--- config.mk ---
export PLATFORM = sky130hd
export DESIGN_NAME = gcm_auth_top
export DESIGN_NICKNAME = d
export VERILOG_FILES = /design/src/ghash_pkg.sv /design/src/gcm_auth_top.sv /design/src/auth_sequencer.sv /design/src/ghash_core.sv /design/src/gf32_mult.sv
export SDC_FILE = /design/constraint.sdc
export NUM_CORES = 1
export LEC_CHECK = 0
export BUFFER_PORTS_ARGS = -buffer_cell sky130_fd_sc_hd__buf_2
export CAP_MARGIN = 20
export CORE_UTILIZATION = 35
export DETAILED_ROUTE_END_ITERATION = 10
export PLACE_DENSITY = 0.6
export REMOVE_ABC_BUFFERS = 1
export SKIP_CTS_REPAIR_TIMING = 1
export SYNTH_ARGS = -nofsm -noshare
export SYNTH_HDL_FRONTEND = slang
export SYNTH_HIERARCHICAL = 1
export SYNTH_SLANG_ARGS = --single-unit
--- constraint.sdc ---
create_clock -name clk -period 4.2 [get_ports clk]
set_input_delay 0.63 -clock clk [delete_from_list [all_inputs] [get_ports clk]]
set_output_delay 0.63 -clock clk [all_outputs]
set_load 0.005 [all_outputs]
--- src/ghash_pkg.sv ---
// field is fixed at GF(2^32) mod x^32+x^7+x^3+x^2+1, plain bit order (bit 0 = x^0), no parameters
package ghash_pkg;

    // field width, one block per clock
    localparam int BLOCK_W = 32;

    // width of the raw carry-less product before reduction
    localparam int PROD_W = 2 * BLOCK_W - 1;

    // per-kind block counter width, half a length block each
    localparam int COUNT_W = 16;

    // one field element: data block, key, hash or tag
    typedef logic [BLOCK_W-1:0] block_t;

    // block count for aad or text, wraps silently
    typedef logic [COUNT_W-1:0] count_t;

    // low terms of the reduction polynomial
    // x^32 = x^7 + x^3 + x^2 + 1 in this field
    localparam block_t FIELD_POLY = 32'h0000_008D;

    // kind of an incoming block, aad must come before text
    typedef enum logic {
        KIND_AAD  = 1'b0,
        KIND_TEXT = 1'b1
    } kind_e;

    // sequencer states
    typedef enum logic {
        SEQ_DATA = 1'b0, // passing caller blocks through
        SEQ_LEN  = 1'b1  // length block goes out this cycle
    } seq_state_e;

endpackage
--- src/gcm_auth_top.sv ---
// no handshake: a block is taken on every data_valid, except in the cycle after last_block
module gcm_auth_top (
    input  logic              clk,
    input  logic              reset_l,
    input  ghash_pkg::block_t h_key,
    input  ghash_pkg::block_t tag_mask,
    input  logic              data_valid,
    input  ghash_pkg::block_t data_in,
    input  ghash_pkg::kind_e  data_kind,
    input  logic              last_block,
    output ghash_pkg::block_t auth_tag,
    output logic              tag_valid
);
    import ghash_pkg::*;

    logic   blk_valid;  // sequencer to core
    block_t blk_data;
    logic   blk_final;
    block_t mul_a;      // core to multiplier
    block_t mul_p;      // product back to core
    block_t hash;       // core to sequencer
    logic   hash_valid;

    auth_sequencer i_seq (
        .clk        (clk),
        .reset_l    (reset_l),
        .data_valid (data_valid),
        .data_in    (data_in),
        .data_kind  (data_kind),
        .last_block (last_block),
        .tag_mask   (tag_mask),
        .blk_valid  (blk_valid),
        .blk_data   (blk_data),
        .blk_final  (blk_final),
        .hash       (hash),
        .hash_valid (hash_valid),
        .auth_tag   (auth_tag),
        .tag_valid  (tag_valid)
    );

    ghash_core i_core (
        .clk        (clk),
        .reset_l    (reset_l),
        .h_key      (h_key),
        .blk_valid  (blk_valid),
        .blk_data   (blk_data),
        .blk_final  (blk_final),
        .mul_a      (mul_a),
        .mul_p      (mul_p),
        .hash       (hash),
        .hash_valid (hash_valid)
    );

    // key goes straight in as the second operand
    gf32_mult i_mult (
        .a (mul_a),
        .b (h_key),
        .p (mul_p)
    );

endmodule

--- src/auth_sequencer.sv ---
// source must idle one cycle after last_block and send aad before text; counters wrap at 2^16
module auth_sequencer (
    input  logic              clk,
    input  logic              reset_l,
    input  logic              data_valid,
    input  ghash_pkg::block_t data_in,
    input  ghash_pkg::kind_e  data_kind,
    input  logic              last_block,
    input  ghash_pkg::block_t tag_mask,
    output logic              blk_valid,
    output ghash_pkg::block_t blk_data,
    output logic              blk_final,
    input  ghash_pkg::block_t hash,
    input  logic              hash_valid,
    output ghash_pkg::block_t auth_tag,
    output logic              tag_valid
);
    import ghash_pkg::*;

    seq_state_e state;
    count_t     aad_count;  // aad blocks seen in this message
    count_t     text_count; // text blocks seen in this message
    logic       text_seen;  // a text block already went by
    logic       take;       // caller block accepted this cycle

    assign take = data_valid && (state == SEQ_DATA); // strobe in SEQ_LEN is dropped

    // block path to the core
    always_comb begin
        if (state == SEQ_LEN) begin
            blk_valid = 1'b1;
            blk_data  = {aad_count, text_count}; // aad high, text low
            blk_final = 1'b1;
        end else begin
            blk_valid = data_valid;
            blk_data  = data_in;
            blk_final = 1'b0; // length block is always the last one
        end
    end

    // state machine
    always_ff @(posedge clk or negedge reset_l) begin
        if (!reset_l) begin
            state <= SEQ_DATA;
        end else begin
            case (state)
                SEQ_DATA: begin
                    if (take && last_block) begin
                        state <= SEQ_LEN;
                    end
                end
                SEQ_LEN:  state <= SEQ_DATA; // one cycle for the length block
                default:  state <= SEQ_DATA;
            endcase
        end
    end

    // block counters, cleared as the length block leaves
    always_ff @(posedge clk or negedge reset_l) begin
        if (!reset_l) begin
            aad_count  <= '0;
            text_count <= '0;
            text_seen  <= 1'b0;
        end else if (state == SEQ_LEN) begin
            aad_count  <= '0;
            text_count <= '0;
            text_seen  <= 1'b0;
        end else if (take) begin
            if (data_kind == KIND_AAD) begin
                aad_count <= aad_count + 1'b1;
            end else begin
                text_count <= text_count + 1'b1;
                text_seen  <= 1'b1;
            end
        end
    end

    // tag strobe
    always_ff @(posedge clk or negedge reset_l) begin
        if (!reset_l) begin
            tag_valid <= 1'b0;
        end else begin
            tag_valid <= hash_valid;
        end
    end

    // whitened tag, held until the next message ends
    always_ff @(posedge clk) begin
        if (hash_valid) begin
            auth_tag <= hash ^ tag_mask;
        end
    end

    // aad after text in the same message breaks the length encoding
    a_kind_order : assert property (
        @(posedge clk) disable iff (!reset_l)
        (take && data_kind == KIND_AAD) |-> !text_seen
    ) else $error("auth_sequencer: aad block after a text block");

    // caller must leave the cycle after last_block empty
    a_idle_after_last : assert property (
        @(posedge clk) disable iff (!reset_l)
        (state == SEQ_LEN) |-> !data_valid
    ) else $error("auth_sequencer: data_valid during the length block");

    // tag rises at the second edge after the one that took last_block,
    // so it is first sampled high one edge later
    a_tag_latency : assert property (
        @(posedge clk) disable iff (!reset_l)
        (take && last_block) |=> ##2 tag_valid
    ) else $error("auth_sequencer: tag_valid late or missing");

endmodule

--- src/ghash_core.sv ---
// h_key must hold steady for a whole message; hash is only meaningful while hash_valid is high
module ghash_core (
    input  logic              clk,
    input  logic              reset_l,
    input  ghash_pkg::block_t h_key,
    input  logic              blk_valid,
    input  ghash_pkg::block_t blk_data,
    input  logic              blk_final,
    output ghash_pkg::block_t mul_a,
    input  ghash_pkg::block_t mul_p,
    output ghash_pkg::block_t hash,
    output logic              hash_valid
);
    import ghash_pkg::*;

    block_t acc;    // running hash
    logic   in_msg; // a message has started but not ended

    // multiplier operand, the other one is h_key straight from the top
    assign mul_a = acc ^ blk_data;

    // accumulator and control
    always_ff @(posedge clk or negedge reset_l) begin
        if (!reset_l) begin
            acc        <= '0;
            hash_valid <= 1'b0;
            in_msg     <= 1'b0;
        end else begin
            hash_valid <= blk_valid && blk_final;
            if (blk_valid) begin
                if (blk_final) begin
                    acc    <= '0;   // ready for the next message
                    in_msg <= 1'b0;
                end else begin
                    acc    <= mul_p; // (acc ^ blk) * h
                    in_msg <= 1'b1;
                end
            end
        end
    end

    // final hash capture
    always_ff @(posedge clk) begin
        if (blk_valid && blk_final) begin
            hash <= mul_p;
        end
    end

    // the sequencer only flags a final block together with its strobe
    a_final_needs_valid : assert property (
        @(posedge clk) disable iff (!reset_l)
        blk_final |-> blk_valid
    ) else $error("ghash_core: blk_final without blk_valid");

    // key changes mid-message would corrupt acc
    a_key_stable : assert property (
        @(posedge clk) disable iff (!reset_l)
        in_msg |-> $stable(h_key)
    ) else $error("ghash_core: h_key changed inside a message");

    // a hash pulse is always one cycle wide, final blocks are never adjacent
    a_hash_pulse : assert property (
        @(posedge clk) disable iff (!reset_l)
        hash_valid |=> !hash_valid
    ) else $error("ghash_core: hash_valid longer than one cycle");

endmodule

--- src/gf32_mult.sv ---
// purely combinational, one full 32x32 multiply plus reduction per cycle; long path by design
module gf32_mult (
    input  ghash_pkg::block_t a,
    input  ghash_pkg::block_t b,
    output ghash_pkg::block_t p
);
    import ghash_pkg::*;

    logic [PROD_W-1:0] prod; // carry-less product, degree up to 62
    logic [PROD_W-1:0] red;  // same product while folding down

    // schoolbook carry-less multiply
    // each set bit of a adds a shifted copy of b
    always_comb begin
        prod = '0;
        for (int i = 0; i < BLOCK_W; i++) begin
            if (a[i]) begin
                prod = prod ^ (PROD_W'(b) << i);
            end
        end
    end

    // reduction, top bit first
    // x^j becomes x^(j-32) * FIELD_POLY, which lands at most at bit j-25,
    // so any new high bits are still ahead of the loop and get folded too
    always_comb begin
        red = prod;
        for (int j = PROD_W - 1; j >= BLOCK_W; j--) begin
            if (red[j]) begin
                red[j] = 1'b0;
                red[j-BLOCK_W +: BLOCK_W] = red[j-BLOCK_W +: BLOCK_W] ^ FIELD_POLY;
            end
        end
    end

    assign p = red[BLOCK_W-1:0]; // upper part is zero after folding

endmodule

# Word level (Yosys, flattened, before mapping)
# Index checks and enable logic that the tools add are counted.
dict set report totals {
  register_bits 131
  out_inout_bits 33
  inputBits 101
}
dict set report op_classes {
  addsub 2
  n_mux 75
  eq_ne 1
  n_reduce_logical 7
  bitwise_logic 65
}
# op n
set op_table {}
lappend op_table {{$mux W63} 31}
lappend op_table {{$mux W8} 31}
lappend op_table {{$not A4 Y4} 31}
lappend op_table {{$mux W16} 6}
lappend op_table {{$mux W32} 3}
lappend op_table {{$xor A32 B32 Y32} 2}
lappend op_table {{$xor A63 B33 Y63} 1}
lappend op_table {{$xor A63 B34 Y63} 1}
lappend op_table {{$xor A63 B35 Y63} 1}
lappend op_table {{$xor A63 B36 Y63} 1}
lappend op_table {{$xor A63 B37 Y63} 1}
lappend op_table {{$xor A63 B38 Y63} 1}
lappend op_table {{$xor A63 B39 Y63} 1}
lappend op_table {{$xor A63 B40 Y63} 1}
lappend op_table {{$xor A63 B41 Y63} 1}
lappend op_table {{$xor A63 B42 Y63} 1}
lappend op_table {{$xor A63 B43 Y63} 1}
lappend op_table {{$xor A63 B44 Y63} 1}
lappend op_table {{$xor A63 B45 Y63} 1}
lappend op_table {{$xor A63 B46 Y63} 1}
lappend op_table {{$xor A63 B47 Y63} 1}
lappend op_table {{$xor A63 B48 Y63} 1}
lappend op_table {{$xor A63 B49 Y63} 1}
lappend op_table {{$xor A63 B50 Y63} 1}
lappend op_table {{other kinds (21)} 28}

# Longest topological paths before layout
dict set report logic_depth {
  ltp_word 128
  ltp_mapped 17
  depth_no_buf 11
}

# Hierarchy
# The synthesis kept the hierarchy.
# mod cells_each area_per_inst_um2 n_inst
set by_module_without_submodules {}
lappend by_module_without_submodules {gf32_mult 2249 14584.0 1}
lappend by_module_without_submodules {auth_sequencer 271 3324.4 1}
lappend by_module_without_submodules {ghash_core 200 2655.0 1}

# Worst setup path after synthesis
# Ideal clock, no wire load.
dict set report synth_timing {
  kind {register to register}
  startpoint {register i_seq.state}
  endpoint {register i_core.hash[5] (data pin)}
  setup_slack_ns 0.216
  period_less_slack_ns 3.984
  n_path_buf 4
  arrival_ns 3.719
  setup_time_ns 0.265
  stages_incl_launch_ff 14
  required_time_ns 3.935
  path_cell_list {dfrtp_1 -> buf_2 -> clkbuf_1 -> buf_2 -> mux2_2 -> xor2_1 -> buf_6 -> nand2_2 -> xnor3_2 -> xnor3_1 -> xnor3_1 -> xnor3_2 -> xnor3_1 -> xor2_1}
}
# item line_no
set synth_lines {}
lappend synth_lines {{start: declaration} auth_sequencer.sv:20} ;# seq_state_e state;
lappend synth_lines {{start signal: assignment} auth_sequencer.sv:44} ;# state <= SEQ_DATA;
lappend synth_lines {{start signal: assignment} auth_sequencer.sv:49} ;# state <= SEQ_LEN;
lappend synth_lines {{start signal: assignment} auth_sequencer.sv:52} ;# SEQ_LEN: state <= SEQ_DATA;
lappend synth_lines {{$mux W32 *} auth_sequencer.sv:30} ;# if (state == SEQ_LEN) begin
lappend synth_lines {{net blk_data[30]} gcm_auth_top.sv:17} ;# block_t blk_data;
lappend synth_lines {{$xor A32 B32 Y32 *} ghash_core.sv:20} ;# assign mul_a = acc ^ blk_data;
lappend synth_lines {{net mul_a[30]} gcm_auth_top.sv:19} ;# block_t mul_a;
lappend synth_lines {{$mux W63 *} gf32_mult.sv:17} ;# if (a[i]) begin
lappend synth_lines {{$xor A63 B63 Y63} gf32_mult.sv:18} ;# prod = prod ^ (PROD_W'(b) << i);
lappend synth_lines {{$mux W63 *} gf32_mult.sv:17}
lappend synth_lines {{$not A4 Y4 (no line)} --}
lappend synth_lines {{$mux W8 (3 in series)} gf32_mult.sv:29} ;# if (red[j]) begin
lappend synth_lines {{$not A4 Y4 (no line)} --}
lappend synth_lines {{$mux W8} gf32_mult.sv:29}
lappend synth_lines {{$not A4 Y4 (no line)} --}
lappend synth_lines {{$mux W8 * (3 in series)} gf32_mult.sv:29}
lappend synth_lines {{net mul_p[5]} gcm_auth_top.sv:20} ;# block_t mul_p;
lappend synth_lines {{end signal: assignment} ghash_core.sv:45} ;# hash <= mul_p;
lappend synth_lines {{end: declaration} ghash_core.sv:11} ;# output ghash_pkg::block_t hash,
# The timed path passes the listed nets; every way through them passes the cells marked *.
# A chain may end at the register's enable or synchronous reset.

# Final worst setup path
dict set report layout_timing {
  startpoint {register i_seq.state}
  endpoint {register i_core.acc[11]}
}
# item line_no
set layout_lines {}
lappend layout_lines {{$mux W32 *} auth_sequencer.sv:30}
lappend layout_lines {{net blk_data[17]} gcm_auth_top.sv:17}
lappend layout_lines {{$xor A32 B32 Y32 *} ghash_core.sv:20}
lappend layout_lines {{net mul_a[17]} gcm_auth_top.sv:19}
lappend layout_lines {{$mux W63 *} gf32_mult.sv:17}
lappend layout_lines {{$xor A63 B50 Y63} gf32_mult.sv:18}
lappend layout_lines {{$mux W63 *} gf32_mult.sv:17}
lappend layout_lines {{$xor A63 B51 Y63} gf32_mult.sv:18}
lappend layout_lines {{[28 not listed]} --}
lappend layout_lines {{$not A4 Y4 (no line)} --}
lappend layout_lines {{$mux W8} gf32_mult.sv:29}
lappend layout_lines {{$not A4 Y4 (no line)} --}
lappend layout_lines {{$mux W8 (4 in series)} gf32_mult.sv:29}
lappend layout_lines {{$not A4 Y4 (no line)} --}
lappend layout_lines {{$mux W8 *} gf32_mult.sv:29}
lappend layout_lines {{net mul_p[11]} gcm_auth_top.sv:20}
lappend layout_lines {{$mux W32 *} ghash_core.sv:31} ;# if (blk_final) begin
lappend layout_lines {{end signal: assignment} ghash_core.sv:35} ;# acc <= mul_p;
lappend layout_lines {{end: declaration} ghash_core.sv:16} ;# block_t acc;
# Marks and branches as above.

==> parameters.txt <==
Parameter                              Value

Layout
  Share of the core filled with cells in the final layout ... 0.4121
  Total non-filler cell area in the finished layout ... 0.02387 mm2
  Multi-input gate area in the final layout ... 0.01631 mm2
  Filler Cells Inserted ... 5,873
  Diode count ... 0
  Area taken by flip-flops and latches ... 0.003602 mm2
  Nets ... 2,926
  Share of cells above drive strength 1 ... 0.1460
  Synthesis-to-layout area growth ... 16.07%

Synthesis
  Yosys reg bits ... 131
  Proportion of synthesized chip area in sequential cells ... 0.1750
  Top cells by instance count after synthesis ... nand2_1 (1,033), xnor2_1 (737), xor2_1 (297), buf_2 (82), clkbuf_1 (71)
  Post-synth cell types ... 52
  Total standard cell area after synthesis ... 0.02056 mm2
  Area share of the largest cell type after synthesis ... 0.3139
  Count of yosys warnings during synthesis ... 6
  Async set-or-reset flop fraction in the synthesized netlist ... 0.5115
  Post-synthesis area per instance ... 7.560 um2
  Number of enable flip-flop cells after synthesis ... 64
  Post-synthesis instance total ... 2,720
  Library cell with the largest summed area after synthesis ... xnor2_1
  Dominant cells by area after synthesis ... xnor2_1 (31%), nand2_1 (19%), xor2_1 (13%)
  Most numerous cell in the Yosys netlist ... nand2_1
  Primary flip-flop cell chosen by synthesis mapping ... dfrtp_1

GRT
  Global Route Usage Sum ... 0.2512
  Antenna violations before repair ... 0
  Global-route wire length before repair ... 113,600 um
  Total congestion overflow after global routing ... 0
  Number of global-route vias before repair ... 17,300
  Largest net degree at the start of global routing ... 61

Routing
  Antenna Nets Post-Route ... 0
  Detailed router's first-iteration violation count ... 1,906
  TritonRoute pass-1 iters ... 6
  DR DRC count ... 0
  Detailed Route WL ... 75,650 um
  Wire per inst ... 21.01 um
  Mean number of vias per cell ... 5.084
  Total number of vias ... 18,310

Timing
  Tmin final ... 4.162 ns
  Endpoints failing hold ... 0
  Setup repair after global routing missed its margin ... false
  Hold Worst Slack ... 0.1843 ns
  Max-slew headroom ... 0.4341
  Count of final setup violators ... 0
  Crit share post-route ... 0.9908
  Transition at the pin with the smallest max-transition slack ... 0.8489 ns
  Number of slew-limit violations in the final report ... 0
  Clk_skew ... 0.01045 ns
  Post-route setup TNS ... 0 ns
  F_max ... 240.3 MHz

Clock tree
  CTS H-tree depth ... 4
  Clock root cell ... clkbuf_16
  Clock transition at the registers of the reported paths ... 0.06 ns
  Clock latency reported for the late side of the worst-skew pair ... 0.43 ns
  CTS Sinks ... 131
  Clock Tree Buf Depth ... 2
  Number of buffers created by CTS ... 17
  CTS tree ... built

Critical path
  Critical Setup Path Class ... reg2reg
  Length in cells of the worst reg-to-reg path ... 12
  CP max FO ... 31
  Endpoint kind of the worst setup timing path ... register
  CP startpoint kind ... register
  Startpoint of the worst register-to-register path ... i_seq/state
  Worst flop-to-flop path endpoint ... i_core/acc[11]
  Setup slack, reg-to-reg ... 0.04 ns
  Arrival time worst endpoint ... 4.49 ns
  CP Data Required Time ... 4.53 ns

Place
  HPWL reported at the end of detailed placement ... 52,260 um
  Number of port buffers ... 133
  Area post-placement ... 0.02331 mm2
  Final Wtd Congestion ... 0.9582

Floorplan
  Num rows ... 88
  Die outline width ... 244.4 um
  Area enclosed by the die boundary ... 0.05973 mm2
  Die span in y ... 244.4 um
  IO Pins ... 134
  Core Region ... 0.05792 mm2
  Initial core utilization ... 0.3551

Run
  Number of maximum-capacitance violations ... 0

Outcome
  Result of the run ... completed

Min path
  Class of the tightest hold or removal check ... in2async
[cell type report]
| class | count | area share |
|---|---|---|
| clock buffer | 18 | 0.01840 |
| clock inverter | 14 | 0.004928 |
| inverter | 32 | 0.005032 |
| multi-input combinational | 2339 | 0.6832 |
| sequential | 131 | 0.1509 |
| tap | 765 | 0.04010 |
| timing repair buffer | 302 | 0.09740 |
[kinds of logic after synthesis]
group | Yosys count | synth area share
AND/OR/NAND/NOR | 1130 | 0.2190
XOR/XNOR | 1099 | 0.5105
buffers and inverters | 250 | 0.05409
flip-flops | 131 | 0.1750
AO/OA/AOI/OAI | 73 | 0.02105
multiplexers | 35 | 0.01911
adder cells (fa/ha/maj) | 2 | 0.001217
[through the flow]
| step | cells | setup slack (ns) |
|---|---|---|
| floorplan | 2502 | -1.929 |
| global placement | 3569 | 0.1469 |
| detailed placement | 3569 | 0.1709 |
| CTS | 3601 | 0.1060 |
| global route | 3601 | 0.004656 |
| finish | 3601 | 0.03850 |
[per-layer routing]
| metal | part of all wire | GRT usage | vias to the layer above |
|---|---|---|---|
| li1 | - | - | 8471 |
| met1 | 0.42 | 0.3393 | 8652 |
| met2 | 0.45 | 0.4011 | 989 |
| met3 | 0.095 | 0.03600 | 196 |
| met4 | 0.042 | 0.1006 | 0 |
| met5 | 0 | 0 | - |
[how the worst max path moves through the flow]
stage	start	cells after the start	slack [ns]	end
2_1_floorplan	i_seq/state	11	-1.93	i_core/acc[5]
6_report	i_seq/state	12	0.04	i_core/acc[11]
5_1_grt	i_seq/state	14	0.005	i_core/acc[12]
3_3_place_gp	data_in[17]	13	0.15	i_core/acc[14]
3_5_place_dp	data_in[17]	13	0.17	i_core/acc[14]
4_1_cts	i_seq/state	12	0.11	i_core/acc[11]
[layout by cell type (no fill, tap or decap), types with 4 or more instances in the layout]
master,count
inv_1,31
dfrtp_1,66
nand3b_1,29
mux2_2,34
xor2_1,265
xor2_2,13
or4_1,5
nor3_1,4
edfxtp_1,64
buf_12,31
or3_1,8
xnor2_1,737
nand4_1,4
o21ai_0,35
a21oi_1,13
xor2_4,19
inv_6,7
buf_2,132
xnor3_1,59
o31ai_1,4
clkbuf_16,17
xnor2_2,4
nor2_1,19
nand3_1,7
o2111ai_1,5
nand2_1,1033
o211ai_1,4
buf_4,139
[registers in the layout, indices dropped and copies added, names as in the netlist]
register           flops
i_seq/aad_count       16
i_seq/auth_tag        32
i_seq/tag_valid        1
i_core/hash_valid      1
i_core/acc            32
i_seq/state            1
i_core/hash           32
i_seq/text_count      16
[worst max-delay path, stage by stage, from the launching register on]
cell,delay (ns)
dfrtp_4,0.44
buf_12,0.18
mux2_2,0.40
xor2_4,0.55
nand2_1,0.14
xnor2_1,0.19
xnor3_1,0.40
xnor3_1,0.37
xnor3_1,0.39
xnor3_1,0.51
xnor2_1,0.22
nand3b_1,0.12
o21ai_0,0.13
Power is not shown: default switching activity piles up to over one toggle a cycle in this logic, so the estimate is an artifact.
